[src/lc3b_consts.svh]
`ifndef LC3B_CONSTS_SVH
`define LC3B_CONSTS_SVH

// datapath and instruction width
`define LC3B_WORD 16

// register file size and its address width
`define LC3B_REGS 8
`define LC3B_RADDR 3

`endif
[src/lc3b_types.sv]
package lc3b_types;

    typedef enum logic [3:0] {
        op_br   = 4'b0000,
        op_add  = 4'b0001,
        op_ldb  = 4'b0010,
        op_stb  = 4'b0011,
        op_jsr  = 4'b0100,
        op_and  = 4'b0101,
        op_ldr  = 4'b0110,
        op_str  = 4'b0111,
        op_rti  = 4'b1000,
        op_not  = 4'b1001,
        op_ldi  = 4'b1010,
        op_sti  = 4'b1011,
        op_jmp  = 4'b1100,
        op_shf  = 4'b1101,
        op_lea  = 4'b1110,
        op_trap = 4'b1111
    } lc3b_opcode;

    // IR[4:3] of register-form ADD and AND
    typedef enum logic [1:0] {
        x_base = 2'b00,
        x_ext1 = 2'b01,
        x_ext2 = 2'b10,
        x_ext3 = 2'b11
    } lc3b_lc3x;

    typedef enum logic [2:0] {
        alu_add,
        alu_sub,
        alu_mul,
        alu_and,
        alu_or,
        alu_xor,
        alu_not,
        alu_shf // direction and fill from separate bits
    } lc3b_aluop;

endpackage : lc3b_types

[src/lc3b_alu_pipe.sv]
`timescale 1ns/1ps
`include "lc3b_consts.svh"

module lc3b_alu_pipe
(
    input  logic                    clk,
    input  logic                    arst_n,
    input  logic                    instr_valid,
    input  logic [`LC3B_WORD-1:0]   instr,
    input  logic                    flush,
    output logic                    wb_valid,
    output logic [`LC3B_RADDR-1:0]  wb_dest,
    output logic [`LC3B_WORD-1:0]   wb_data,
    output logic [2:0]              cc
);

    import lc3b_types::*;

    logic                   d_valid;
    lc3b_aluop              d_aluop;
    logic                   d_use_imm;
    logic [`LC3B_WORD-1:0]  d_imm;
    logic                   d_shift_right;
    logic                   d_shift_arith;
    logic [3:0]             d_shamt;
    logic [`LC3B_RADDR-1:0] d_dest;
    logic [`LC3B_RADDR-1:0] d_sr1;
    logic [`LC3B_RADDR-1:0] d_sr2;
    logic [`LC3B_RADDR-1:0] rd_addr1;
    logic [`LC3B_RADDR-1:0] rd_addr2;
    logic [`LC3B_WORD-1:0]  rd_data1;
    logic [`LC3B_WORD-1:0]  rd_data2;

    decode_stage u_decode
    (
        .clk           (clk),
        .arst_n        (arst_n),
        .instr_valid   (instr_valid),
        .instr         (instr),
        .flush         (flush),
        .d_valid       (d_valid),
        .d_aluop       (d_aluop),
        .d_use_imm     (d_use_imm),
        .d_imm         (d_imm),
        .d_shift_right (d_shift_right),
        .d_shift_arith (d_shift_arith),
        .d_shamt       (d_shamt),
        .d_dest        (d_dest),
        .d_sr1         (d_sr1),
        .d_sr2         (d_sr2)
    );

    execute_stage u_execute
    (
        .clk           (clk),
        .arst_n        (arst_n),
        .d_valid       (d_valid),
        .d_aluop       (d_aluop),
        .d_use_imm     (d_use_imm),
        .d_imm         (d_imm),
        .d_shift_right (d_shift_right),
        .d_shift_arith (d_shift_arith),
        .d_shamt       (d_shamt),
        .d_dest        (d_dest),
        .d_sr1         (d_sr1),
        .d_sr2         (d_sr2),
        .rd_data1      (rd_data1),
        .rd_data2      (rd_data2),
        .rd_addr1      (rd_addr1),
        .rd_addr2      (rd_addr2),
        .wb_valid      (wb_valid),
        .wb_dest       (wb_dest),
        .wb_data       (wb_data)
    );

    result_stage u_result
    (
        .clk      (clk),
        .arst_n   (arst_n),
        .rd_addr1 (rd_addr1),
        .rd_addr2 (rd_addr2),
        .wb_valid (wb_valid),
        .wb_dest  (wb_dest),
        .wb_data  (wb_data),
        .rd_data1 (rd_data1),
        .rd_data2 (rd_data2),
        .cc       (cc)
    );

endmodule : lc3b_alu_pipe

[src/result_stage.sv]
`timescale 1ns/1ps
`include "lc3b_consts.svh"

module result_stage
(
    input  logic                    clk,
    input  logic                    arst_n,
    input  logic [`LC3B_RADDR-1:0]  rd_addr1,
    input  logic [`LC3B_RADDR-1:0]  rd_addr2,
    input  logic                    wb_valid,
    input  logic [`LC3B_RADDR-1:0]  wb_dest,
    input  logic [`LC3B_WORD-1:0]   wb_data,
    output logic [`LC3B_WORD-1:0]   rd_data1,
    output logic [`LC3B_WORD-1:0]   rd_data2,
    output logic [2:0]              cc
);

    logic [`LC3B_WORD-1:0] regs [`LC3B_REGS];
    logic [2:0]            nzp;

    assign rd_data1 = regs[rd_addr1]; // async read ports
    assign rd_data2 = regs[rd_addr2];

    assign nzp = wb_data[`LC3B_WORD-1] ? 3'b100 :
                 (wb_data == '0)       ? 3'b010 :
                                         3'b001;

    always_ff @(posedge clk or negedge arst_n)
    begin
        if (!arst_n)
        begin
            for (int i = 0; i < `LC3B_REGS; i++)
            begin
                regs[i] <= '0;
            end
            cc <= 3'b010; // z out of reset
        end
        else if (wb_valid)
        begin
            regs[wb_dest] <= wb_data;
            cc            <= nzp;
        end
    end

endmodule : result_stage

[src/execute_stage.sv]
`timescale 1ns/1ps
`include "lc3b_consts.svh"

module execute_stage
(
    input  logic                    clk,
    input  logic                    arst_n,
    input  logic                    d_valid,
    input  lc3b_types::lc3b_aluop   d_aluop,
    input  logic                    d_use_imm,
    input  logic [`LC3B_WORD-1:0]   d_imm,
    input  logic                    d_shift_right,
    input  logic                    d_shift_arith,
    input  logic [3:0]              d_shamt,
    input  logic [`LC3B_RADDR-1:0]  d_dest,
    input  logic [`LC3B_RADDR-1:0]  d_sr1,
    input  logic [`LC3B_RADDR-1:0]  d_sr2,
    input  logic [`LC3B_WORD-1:0]   rd_data1,
    input  logic [`LC3B_WORD-1:0]   rd_data2,
    output logic [`LC3B_RADDR-1:0]  rd_addr1,
    output logic [`LC3B_RADDR-1:0]  rd_addr2,
    output logic                    wb_valid,
    output logic [`LC3B_RADDR-1:0]  wb_dest,
    output logic [`LC3B_WORD-1:0]   wb_data
);

    import lc3b_types::*;

    logic [`LC3B_WORD-1:0] op_a;
    logic [`LC3B_WORD-1:0] op_b;
    logic [`LC3B_WORD-1:0] alu_b;
    logic [`LC3B_WORD-1:0] product;
    logic [`LC3B_WORD-1:0] shf_out;
    logic [`LC3B_WORD-1:0] alu_out;

    assign rd_addr1 = d_sr1;
    assign rd_addr2 = d_sr2;

    // the instruction one ahead is still in wb regs, not yet in the regfile
    assign op_a = (wb_valid && wb_dest == d_sr1) ? wb_data : rd_data1;
    assign op_b = (wb_valid && wb_dest == d_sr2) ? wb_data : rd_data2;

    assign alu_b   = d_use_imm ? d_imm : op_b;
    assign product = op_a * alu_b; // truncates to the low 16 bits

    always_comb
    begin
        if (!d_shift_right)
            shf_out = op_a << d_shamt;
        else if (d_shift_arith)
            shf_out = $signed(op_a) >>> d_shamt; // sign fill
        else
            shf_out = op_a >> d_shamt;
    end

    always_comb
    begin
        case (d_aluop)
            alu_add: alu_out = op_a + alu_b;
            alu_sub: alu_out = op_a - alu_b;
            alu_mul: alu_out = product;
            alu_and: alu_out = op_a & alu_b;
            alu_or:  alu_out = op_a | alu_b;
            alu_xor: alu_out = op_a ^ alu_b;
            alu_not: alu_out = ~op_a;
            default: alu_out = shf_out;
        endcase
    end

    always_ff @(posedge clk or negedge arst_n)
    begin
        if (!arst_n)
        begin
            wb_valid <= 1'b0;
        end
        else
        begin
            wb_valid <= d_valid;
        end
    end

    always_ff @(posedge clk)
    begin
        wb_dest <= d_dest;
        wb_data <= alu_out;
    end

endmodule : execute_stage

[src/decode_stage.sv]
`timescale 1ns/1ps
`include "lc3b_consts.svh"

module decode_stage
(
    input  logic                    clk,
    input  logic                    arst_n,
    input  logic                    instr_valid,
    input  logic [`LC3B_WORD-1:0]   instr,
    input  logic                    flush,
    output logic                    d_valid,
    output lc3b_types::lc3b_aluop   d_aluop,
    output logic                    d_use_imm,
    output logic [`LC3B_WORD-1:0]   d_imm,
    output logic                    d_shift_right,
    output logic                    d_shift_arith,
    output logic [3:0]              d_shamt,
    output logic [`LC3B_RADDR-1:0]  d_dest,
    output logic [`LC3B_RADDR-1:0]  d_sr1,
    output logic [`LC3B_RADDR-1:0]  d_sr2
);

    import lc3b_types::*;

    lc3b_opcode            opcode;
    lc3b_lc3x              lc3x;
    logic [`LC3B_WORD-1:0] imm_sext;
    logic                  rom_load_regfile;
    logic                  rom_load_cc;
    lc3b_aluop             rom_aluop;
    logic                  rom_alumux_imm;
    logic                  rom_shift_right;
    logic                  rom_shift_arith;

    assign opcode   = lc3b_opcode'(instr[15:12]);
    assign lc3x     = lc3b_lc3x'(instr[4:3]);
    assign imm_sext = {{(`LC3B_WORD-5){instr[4]}}, instr[4:0]}; // sext(imm5)

    control_rom u_rom
    (
        .opcode       (opcode),
        .lc3x_check   (lc3x),
        .imm_enable   (instr[5]),
        .d_enable     (instr[4]),
        .flush_enable (flush),
        .load_regfile (rom_load_regfile),
        .load_cc      (rom_load_cc),
        .aluop        (rom_aluop),
        .alumux_imm   (rom_alumux_imm),
        .shift_right  (rom_shift_right),
        .shift_arith  (rom_shift_arith)
    );

    always_ff @(posedge clk or negedge arst_n)
    begin
        if (!arst_n)
        begin
            d_valid <= 1'b0;
        end
        else
        begin
            // every kept op writes both a register and cc
            d_valid <= instr_valid & rom_load_regfile & rom_load_cc;
        end
    end

    always_ff @(posedge clk)
    begin
        d_aluop       <= rom_aluop;
        d_use_imm     <= rom_alumux_imm;
        d_imm         <= imm_sext;
        d_shift_right <= rom_shift_right;
        d_shift_arith <= rom_shift_arith;
        d_shamt       <= instr[3:0];
        d_dest        <= instr[11:9];
        d_sr1         <= instr[8:6];
        d_sr2         <= instr[2:0];
    end

endmodule : decode_stage

[src/control_rom.sv]
`timescale 1ns/1ps

module control_rom
(
    input  lc3b_types::lc3b_opcode opcode,
    input  lc3b_types::lc3b_lc3x   lc3x_check,
    input  logic                   imm_enable,
    input  logic                   d_enable,
    input  logic                   flush_enable,
    output logic                   load_regfile,
    output logic                   load_cc,
    output lc3b_types::lc3b_aluop  aluop,
    output logic                   alumux_imm,
    output logic                   shift_right,
    output logic                   shift_arith
);

    import lc3b_types::*;

    always_comb
    begin
        load_regfile = 1'b0; // all-zero word is the nop
        load_cc      = 1'b0;
        aluop        = alu_add;
        alumux_imm   = 1'b0;
        shift_right  = 1'b0;
        shift_arith  = 1'b0;

        if (!flush_enable)
        begin
            case (opcode)
                op_add:
                begin
                    load_regfile = 1'b1;
                    load_cc      = 1'b1;
                    if (imm_enable)
                    begin
                        alumux_imm = 1'b1; // sr1 + sext(imm5)
                    end
                    else
                    begin
                        case (lc3x_check)
                            x_base:  aluop = alu_add;
                            x_ext1:  aluop = alu_mul;  // low half of product
                            default: aluop = alu_sub;  // 10 and 11 both subtract
                        endcase
                    end
                end

                op_and:
                begin
                    aluop        = alu_and;
                    load_regfile = 1'b1;
                    load_cc      = 1'b1;
                    if (imm_enable)
                    begin
                        alumux_imm = 1'b1;
                    end
                    else
                    begin
                        case (lc3x_check)
                            x_base: aluop = alu_and;
                            x_ext1: aluop = alu_or;
                            x_ext2: aluop = alu_xor;
                            default:
                            begin
                                aluop        = alu_add; // illegal, back to zero word
                                load_regfile = 1'b0;
                                load_cc      = 1'b0;
                            end
                        endcase
                    end
                end

                op_not:
                begin
                    aluop        = alu_not;
                    load_regfile = 1'b1;
                    load_cc      = 1'b1;
                end

                op_shf:
                begin
                    aluop        = alu_shf;
                    shift_right  = d_enable;              // d bit, IR[4]
                    shift_arith  = d_enable & imm_enable; // a bit only matters going right
                    load_regfile = 1'b1;
                    load_cc      = 1'b1;
                end

                default:
                begin
                    // memory, control flow and rti leave the word at zero
                    load_regfile = 1'b0;
                end
            endcase
        end
    end

endmodule : control_rom

[config.mk]
export PLATFORM = sky130hd
export DESIGN_NAME = lc3b_alu_pipe
export DESIGN_NICKNAME = d
export VERILOG_FILES = /design/src/lc3b_types.sv /design/src/lc3b_alu_pipe.sv /design/src/result_stage.sv /design/src/execute_stage.sv /design/src/decode_stage.sv /design/src/control_rom.sv
export VERILOG_INCLUDE_DIRS = /design/src /design/src/src
export SDC_FILE = /design/constraint.sdc
export NUM_CORES = 1
export LEC_CHECK = 0
export BUFFER_PORTS_ARGS = -buffer_cell sky130_fd_sc_hd__buf_2
export CORE_MARGIN = 5
export CORE_UTILIZATION = 30
export CTS_CLUSTER_DIAMETER = 120
export DETAILED_ROUTE_END_ITERATION = 8
export PLACE_DENSITY = 0.53
export SYNTH_ARGS = -nofsm -noshare
export SYNTH_HDL_FRONTEND = slang
export SYNTH_SLANG_ARGS = --single-unit
export TNS_END_PERCENT = 5
[constraint.sdc]
create_clock -name clk -period 8.75 [get_ports clk]
set_input_delay 0.875 -clock clk [delete_from_list [all_inputs] [get_ports clk]]
set_output_delay 0.875 -clock clk [all_outputs]
set_load 0.01 [all_outputs]
==> Word-level counts from Yosys, hierarchy flattened <==
Index checks and enable logic that the tools add are counted.
{ "op_classes": {"add_sub_neg": 2, "n_reduce_logical": 11, "shifts": 3, "bitwise_logic": 12, "eq_ne": 14, "magnitude_cmp": 4, "multipliers": 1, "n_mux": 27} }
{ "op_table": {"columns": ["op", "count"], "rows": [
  ["2-to-1 mux 16 bit", 10],
  ["bitwise mux 128 bit", 1],
  ["one-hot mux 16 bit (7 select lines)", 1],
  ["binary-select mux 16 bit (select 3 bit)", 2],
  ["demux 16 bit (select 3 bit)", 1],
  ["adder 16 bit", 1],
  ["bitwise AND 16 bit", 1],
  ["zero test 16 bit", 1],
  ["multiplier 16 x 16 -> 16 bit", 1],
  ["NOT 16 bit", 1],
  ["bitwise OR 16 bit", 1],
  ["<< shifter 16 x 4 -> 16 bit", 1],
  [">> shifter 16 x 4 -> 16 bit", 1],
  [">>> shifter 16 x 4 -> 16 bit", 1],
  ["subtractor 16 bit", 1],
  ["bitwise XOR 16 bit", 1],
  ["greater-or-equal comparator 4 bit (second input constant)", 3],
  ["NOT 3 -> 4 bit", 3],
  ["one-hot mux 3 bit (4 select lines)", 1],
  ["equality test 3 bit (second input constant)", 3],
  ["one-hot mux 3 bit (3 select lines)", 1],
  ["equality test 4 bit (second input constant)", 2],
  ["equality test 3 x 2 -> 1 bit (second input constant)", 2],
  ["equality test 3 bit", 2],
  ["18 further kinds", 31]
]} }
{ "word_totals": {"in_bits": 20, "out_inout_bits": 23, "register_bits": 176} }

==> Longest topological paths before layout <==
{ "logic_depth": {"word_depth": 9, "ltp_mapped": 32, "ltp_nobuf": 29} }

==> By module <==
Synthesis repeated with hierarchy kept, for this count alone.
{ "hier_totals": {"cells_unflattened": 1615, "area_unflattened_um2": 16528.4} }
{ "modules_own_cells": {"columns": ["mod", "area_per_inst_um2", "cells_each", "seq_area_each_um2", "instances"], "rows": [
  ["execute_stage", 8717.1, 1146, 405.4, 1],
  ["result_stage", 7148.1, 408, 3279.4, 1],
  ["decode_stage", 506.7, 37, 365.4, 1],
  ["control_rom", 156.4, 24, 0.0, 1]
]} }

==> Worst setup path before layout <==
No wires, ideal clock.
{ "synth_timing": {"path_type": "flip-flop to flip-flop", "from": "reg u_decode.d_sr2[1]", "to": "reg u_execute.wb_data[15]", "n_path_buf": 2, "stages_incl_launch_ff": 28, "required_ns": 8.618, "slack_ns": 1.974, "setup_ns": 0.132, "arrival_ns": 6.643, "path_cell_list": "dfxtp_1 > mux4_2 > mux2_2 > mux2_2 > o21a_1 > buf_2 > inv_1 > buf_2 > nor2_1 > fa_1 > inv_1 > fa_1 > inv_1 > fa_1 > fa_1 > inv_1 > fa_1 > fa_1 > xor2_1 > xnor2_1 > xnor2_1 > xnor2_1 > xnor2_1 > xnor2_1 > xnor3_1 > xnor2_1 > a221oi_1 > a21oi_1"} }
{ "synth_between": {"elab_chain_cells": 8, "elab_cells_between_ends": 15, "cone_classes": "2 x add/sub; 1 x mul; 1 x eq/ne; 6 x mux; 4 x bitwise; 1 x reduce/logical"} }
{ "synth_lines": {"columns": ["element", "line_no", "text"], "rows": [
  ["start: declaration", "decode_stage.sv:20", "output logic [`LC3B_RADDR-1:0] d_sr2"],
  ["start signal: assignment", "decode_stage.sv:77", "d_sr2 <= instr[2:0];"],
  ["NOT 3 -> 4 bit (not written as such)", "result_stage.sv:22", "assign rd_data2 = regs[rd_addr2];"],
  ["binary-select mux 16 bit (select 3 bit)", "result_stage.sv:22", null],
  ["2-to-1 mux 16 bit (not written as such) (2 in a row)", "result_stage.sv:22", null],
  ["2-to-1 mux 16 bit *", "execute_stage.sv:41", "assign op_b = (wb_valid && wb_dest == d_sr2) ? wb_data : rd_data2;"],
  ["2-to-1 mux 16 bit *", "execute_stage.sv:43", "assign alu_b = d_use_imm ? d_imm : op_b;"],
  ["multiplier 16 x 16 -> 16 bit, or another cell as far along", "execute_stage.sv:44", "assign product = op_a * alu_b;"],
  ["one-hot mux 16 bit (7 select lines) *", "execute_stage.sv:58", "case (d_aluop)"],
  ["via u_execute.alu_out[15]", "execute_stage.sv:34", "logic [`LC3B_WORD-1:0] alu_out;"],
  ["end signal: assignment", "execute_stage.sv:85", "wb_data <= alu_out;"],
  ["end: declaration", "execute_stage.sv:24", "output logic [`LC3B_WORD-1:0] wb_data"]
]} }
Mark *: on every way through the listed nets, which the timed path passes. The rest lies on a longest branch. The select of a mux whose other input is x is not followed.
A chain may end at the register's enable or synchronous reset.

==> Final worst setup path <==
{ "layout_timing": {"from": "reg u_execute.wb_dest[1]", "to": "reg u_execute.wb_data[15]"} }
{ "layout_between": {"elab_chain_cells": 7, "elab_cells_between_ends": 20, "cone_classes": "2 x add/sub; 1 x mul; 2 x eq/ne; 3 x shift; 6 x mux; 4 x bitwise; 2 x reduce/logical"} }
{ "layout_lines": {"columns": ["element", "line_no", "text"], "rows": [
  ["start: declaration", "execute_stage.sv:23", "output logic [`LC3B_RADDR-1:0] wb_dest,"],
  ["start signal: assignment", "execute_stage.sv:84", "wb_dest <= d_dest;"],
  ["parallel branches: the longest is 6 deep, another holds multiplier 16 x 16 -> 16 bit", null, null],
  ["one-hot mux 16 bit (7 select lines) *", "execute_stage.sv:58", null],
  ["via u_execute.alu_out[15]", "execute_stage.sv:34", null]
]} }
Mark *: on every way through the listed nets, which the timed path passes.

==> impl_results.md <==
- Leak Pwr: 7.79 nW
- Final Setup Violations: 0
- Hold Vio Cnt, Final: 0
- Post-synth top area share: 20.9%
- Total Wirelength: 51200 um
- CTS Buf Count: 17
- Die Ht: 239 um
- Hold-fix buffers, CTS: 0
- PwrDens: 237 nW/um^2
- Dpl hpwl: 37600 um
- Register-to-Register Path Depth: 22
- Slew margin rel.: 45.7%
- Reg2reg end: u_execute.wb_data[15]
- Worst Path Arrival: 8.04 ns
- Via density: 5.43
- Ranking of synthesized cells by area: dfrtp_1, fa_1, mux4_2, mux2_2, ha_1
- Crit Path Max Fanout: 15
- Area growth from synthesis to layout: 10.2%
- Die Area: 57300 sq um
- Post-Syn Nets: 1858
- Residual DRC: 0
- Register area share after synthesis: 25.7%
- Crit path buf inv count: 5
- Die Span X: 239 um
- Delay-heaviest family, CP: adder cells
- CP endpoint kind: register
- PostCTS Resize Cnt: 0
- Final core occ: 33.2%
- Antenna violations before repair: 0
- Hold depth: 0
- Clock Skew: 0.00999 ns
- Max-cap viol count: 0
- Worst path cell trace: xnor2_1, nand4_2, mux2_2, clkinv_1, ha_1, fa_1, inv_1, fa_1, inv_1, fa_1, fa_1, fa_1, inv_1, fa_1, inv_1, ha_1, nand3_1, nand3_1, o41a_1, xnor2_1, a221oi_1, a21oi_1
- Post-Syn Instances: 1658
- VDD IR-drop max: 149 uV
- Synth Flop Type: dfrtp_1
- Synth unique cells: 88
- RSZ-0062 raised after global routing: false
- Crit path largest cell delay: 0.63 ns
- Sink Count: 169
- R2R Setup Slk: 0.99 ns
- Share of layout cells above drive strength 1: 20.6%
- Worst-Margin Slew: 0.814 ns
- Port bufs: 42
- Initial core utilization: 30.1%
- Reg-to-Reg Start: u_execute.wb_dest[1]
- Worst-Skew Late Latency: 0.43 ns
- Crit path capture: u_execute.wb_data[15]
- Antenna-violating nets left: 0
- Most used cell along the critical path: fa_1
- 1st-iter DRT viols: 1122
- Tcrit/Tclk final: 88.7%
- Final global-route overflow total: 0
- Vias in the first global route: 13100
- Levels on crit path: 22
- CTS tree: built
- Largest net degree at the start of global routing: 83
- Yosys reg bits: 169
- Diodes inserted: 0
- Clk root buf: clkbuf_16
- Placer Congestion: 0.964
- Final nets: 1867
- Asr flop ratio synth: 78.7%
- Fmax: 129 MHz
- WP data required: 9.02 ns
- Final Critical Period: 7.76 ns
- Crit-path slowest cell: mux2_2
- Tot GR Track Use: 17.7%
- H-Tree Depth: 4
- Slew Viols, Final: 0
- Num ports: 43
- Iteration count of the initial detailed-routing pass: 6
- Outcome: complete, no violations
- CORE AREA: 52300 sq um
- DR WL/cell: 21.6 um
- Worst setup SP type: register
- CP startpoint: u_execute.wb_dest[1]
- Ys Warns: 0
- Setup TNS: 0 ns
- Syn avg cell area: 9.52 sq um
- Hold WC Path Type: reg -> reg
- # rows: 84
- Max Root-Sink Buffers: 2
- Yosys top cell by area: dfrtp_1
- WHS: 0.327 ns
- Post-CTS Setup Repair Bufs: 0
- Global-route wire length before repair: 79300 um
- Cell Area, Synth: 15800 sq um
- Post-synth EDFFs: 0
- Kind of critical path: reg -> reg
- DR vias: 12900
- Clock-pin slew on the worst setup and hold paths: 0.06 ns
==> cells by family (layout without fill, tap and decap cells) <==
group	count (synthesis)	count (layout)	synth area share, %
AO/OA/AOI/OAI	298	298	12.5
XOR/XNOR	68	68	3.86
adder cells (fa/ha/maj)	180	180	18.1
buffers and inverters	284	305	7.29
flip-flops	169	169	25.7
multiplexers	224	224	20.6
AND/OR/NAND/NOR	435	435	12.0
==> where the power goes <==
group / leakage (nW) / internal [mW] / switching, mW
clock network: 0.260 / 0.406 / 0.313
logic: 5.45 / 0.901 / 1.28
registers: 2.09 / 0.965 / 0.247
==> through the flow <==
stage / instances / area (sq um) / total power, mW / setup WS, ns
finish: 2367 / 17400 / 4.11 / 0.987
global route: 2367 / 17400 / 4.40 / 0.711
CTS: 2367 / 17400 / 4.11 / 1.08
detailed placement: 2336 / 16800 / 3.37 / 1.10
global placement: 2336 / 16800 / 3.34 / 1.18
floorplan: 1658 / 15800 / 2.65 / 1.97
==> cell type report <==
class                      count  area (sq um)
fill                        5482         35000
clock buffer                  21           460
clock inverter                10          95.1
timing repair buffer          97           642
multi-input combinational   1205         10600
sequential                   169          4060
inverter                     177           667
tap                          688           861
==> flip-flops by register name, indices dropped and copies added, names as in the netlist <==
name / count
u_result.cc: 3
u_execute.wb_data: 16
u_decode.d_dest: 3
u_decode.d_shift_right: 1
u_execute.wb_valid: 1
u_decode.d_valid: 1
u_decode.d_use_imm: 1
u_result.regs: 128
u_execute.wb_dest: 3
u_decode.d_shift_arith: 1
u_decode.d_sr2: 2
u_decode.d_sr1: 3
u_decode.d_aluop: 3
u_decode.d_imm: 3
==> Yosys cell counts (5+ instances only) <==
library cell    n
a211oi_1       16
nand2b_1       14
clkbuf_1       65
clkinv_1        7
inv_1         167
nor2b_1         8
buf_1           9
and3_1          6
o221ai_1        9
a221oi_1       10
a31oi_1        11
fa_1           80
o21a_1          5
a21o_1          6
nor3_1         15
mux2i_1        36
nor2_1        160
mux2_2        119
xnor2_1        57
buf_4           6
nand2_1       175
a21oi_2         5
buf_2          23
o21ai_0        79
and2_1          7
o22ai_1         5
nand3_1        16
dfrtp_1       132
o211ai_1        8
xor2_1         10
a311oi_1        5
o31ai_1         8
dfxtp_1        36
ha_1          100
a21oi_1        82
mux4_2         64
o21ai_1         7
==> metal layers <==
metal / track usage (%) / share of wire, % / up-vias
li1: - / - / 5758
met1: 24.3 / 44 / 6494
met2: 28.9 / 47 / 493
met3: 2.52 / 6.0 / 107
met4: 5.98 / 3.2 / 0
met5: 0 / 0 / -
==> worst min-delay path by stage <==
stage / to / start / slack, ns
after global routing: u_execute.wb_dest[1] / u_decode.d_dest[1] / 0.33
after CTS: u_execute.wb_dest[1] / u_decode.d_dest[1] / 0.33
after global placement: u_execute.wb_dest[2] / u_decode.d_dest[2] / 0.31
final: u_execute.wb_dest[1] / u_decode.d_dest[1] / 0.33
after detailed placement: u_execute.wb_dest[0] / u_decode.d_dest[0] / 0.31
after floorplan: u_execute.wb_dest[0] / u_decode.d_dest[0] / 0.31
==> cells in the final DEF (no fill, tap or decap), types with 5 or more instances in the layout <==
| master | instances |
|---|---|
| a211oi_1 | 16 |
| a21o_1 | 6 |
| a21oi_1 | 82 |
| a21oi_2 | 5 |
| a221oi_1 | 10 |
| a311oi_1 | 5 |
| a31oi_1 | 11 |
| and2_1 | 7 |
| and3_1 | 6 |
| buf_2 | 41 |
| buf_4 | 54 |
| clkbuf_16 | 17 |
| clkinv_1 | 8 |
| dfrtp_1 | 132 |
| dfxtp_1 | 31 |
| fa_1 | 80 |
| ha_1 | 100 |
| inv_1 | 167 |
| mux2_2 | 119 |
| mux2i_1 | 36 |
| mux4_2 | 64 |
| nand2_1 | 175 |
| nand2b_1 | 14 |
| nand3_1 | 16 |
| nor2_1 | 160 |
| nor2b_1 | 8 |
| nor3_1 | 13 |
| o211ai_1 | 8 |
| o21a_1 | 5 |
| o21ai_0 | 79 |
| o21ai_1 | 7 |
| o221ai_1 | 9 |
| o22ai_1 | 5 |
| o31ai_1 | 8 |
| xnor2_1 | 57 |
| xor2_1 | 10 |
Note: power is estimated with default switching activity, not from simulation.
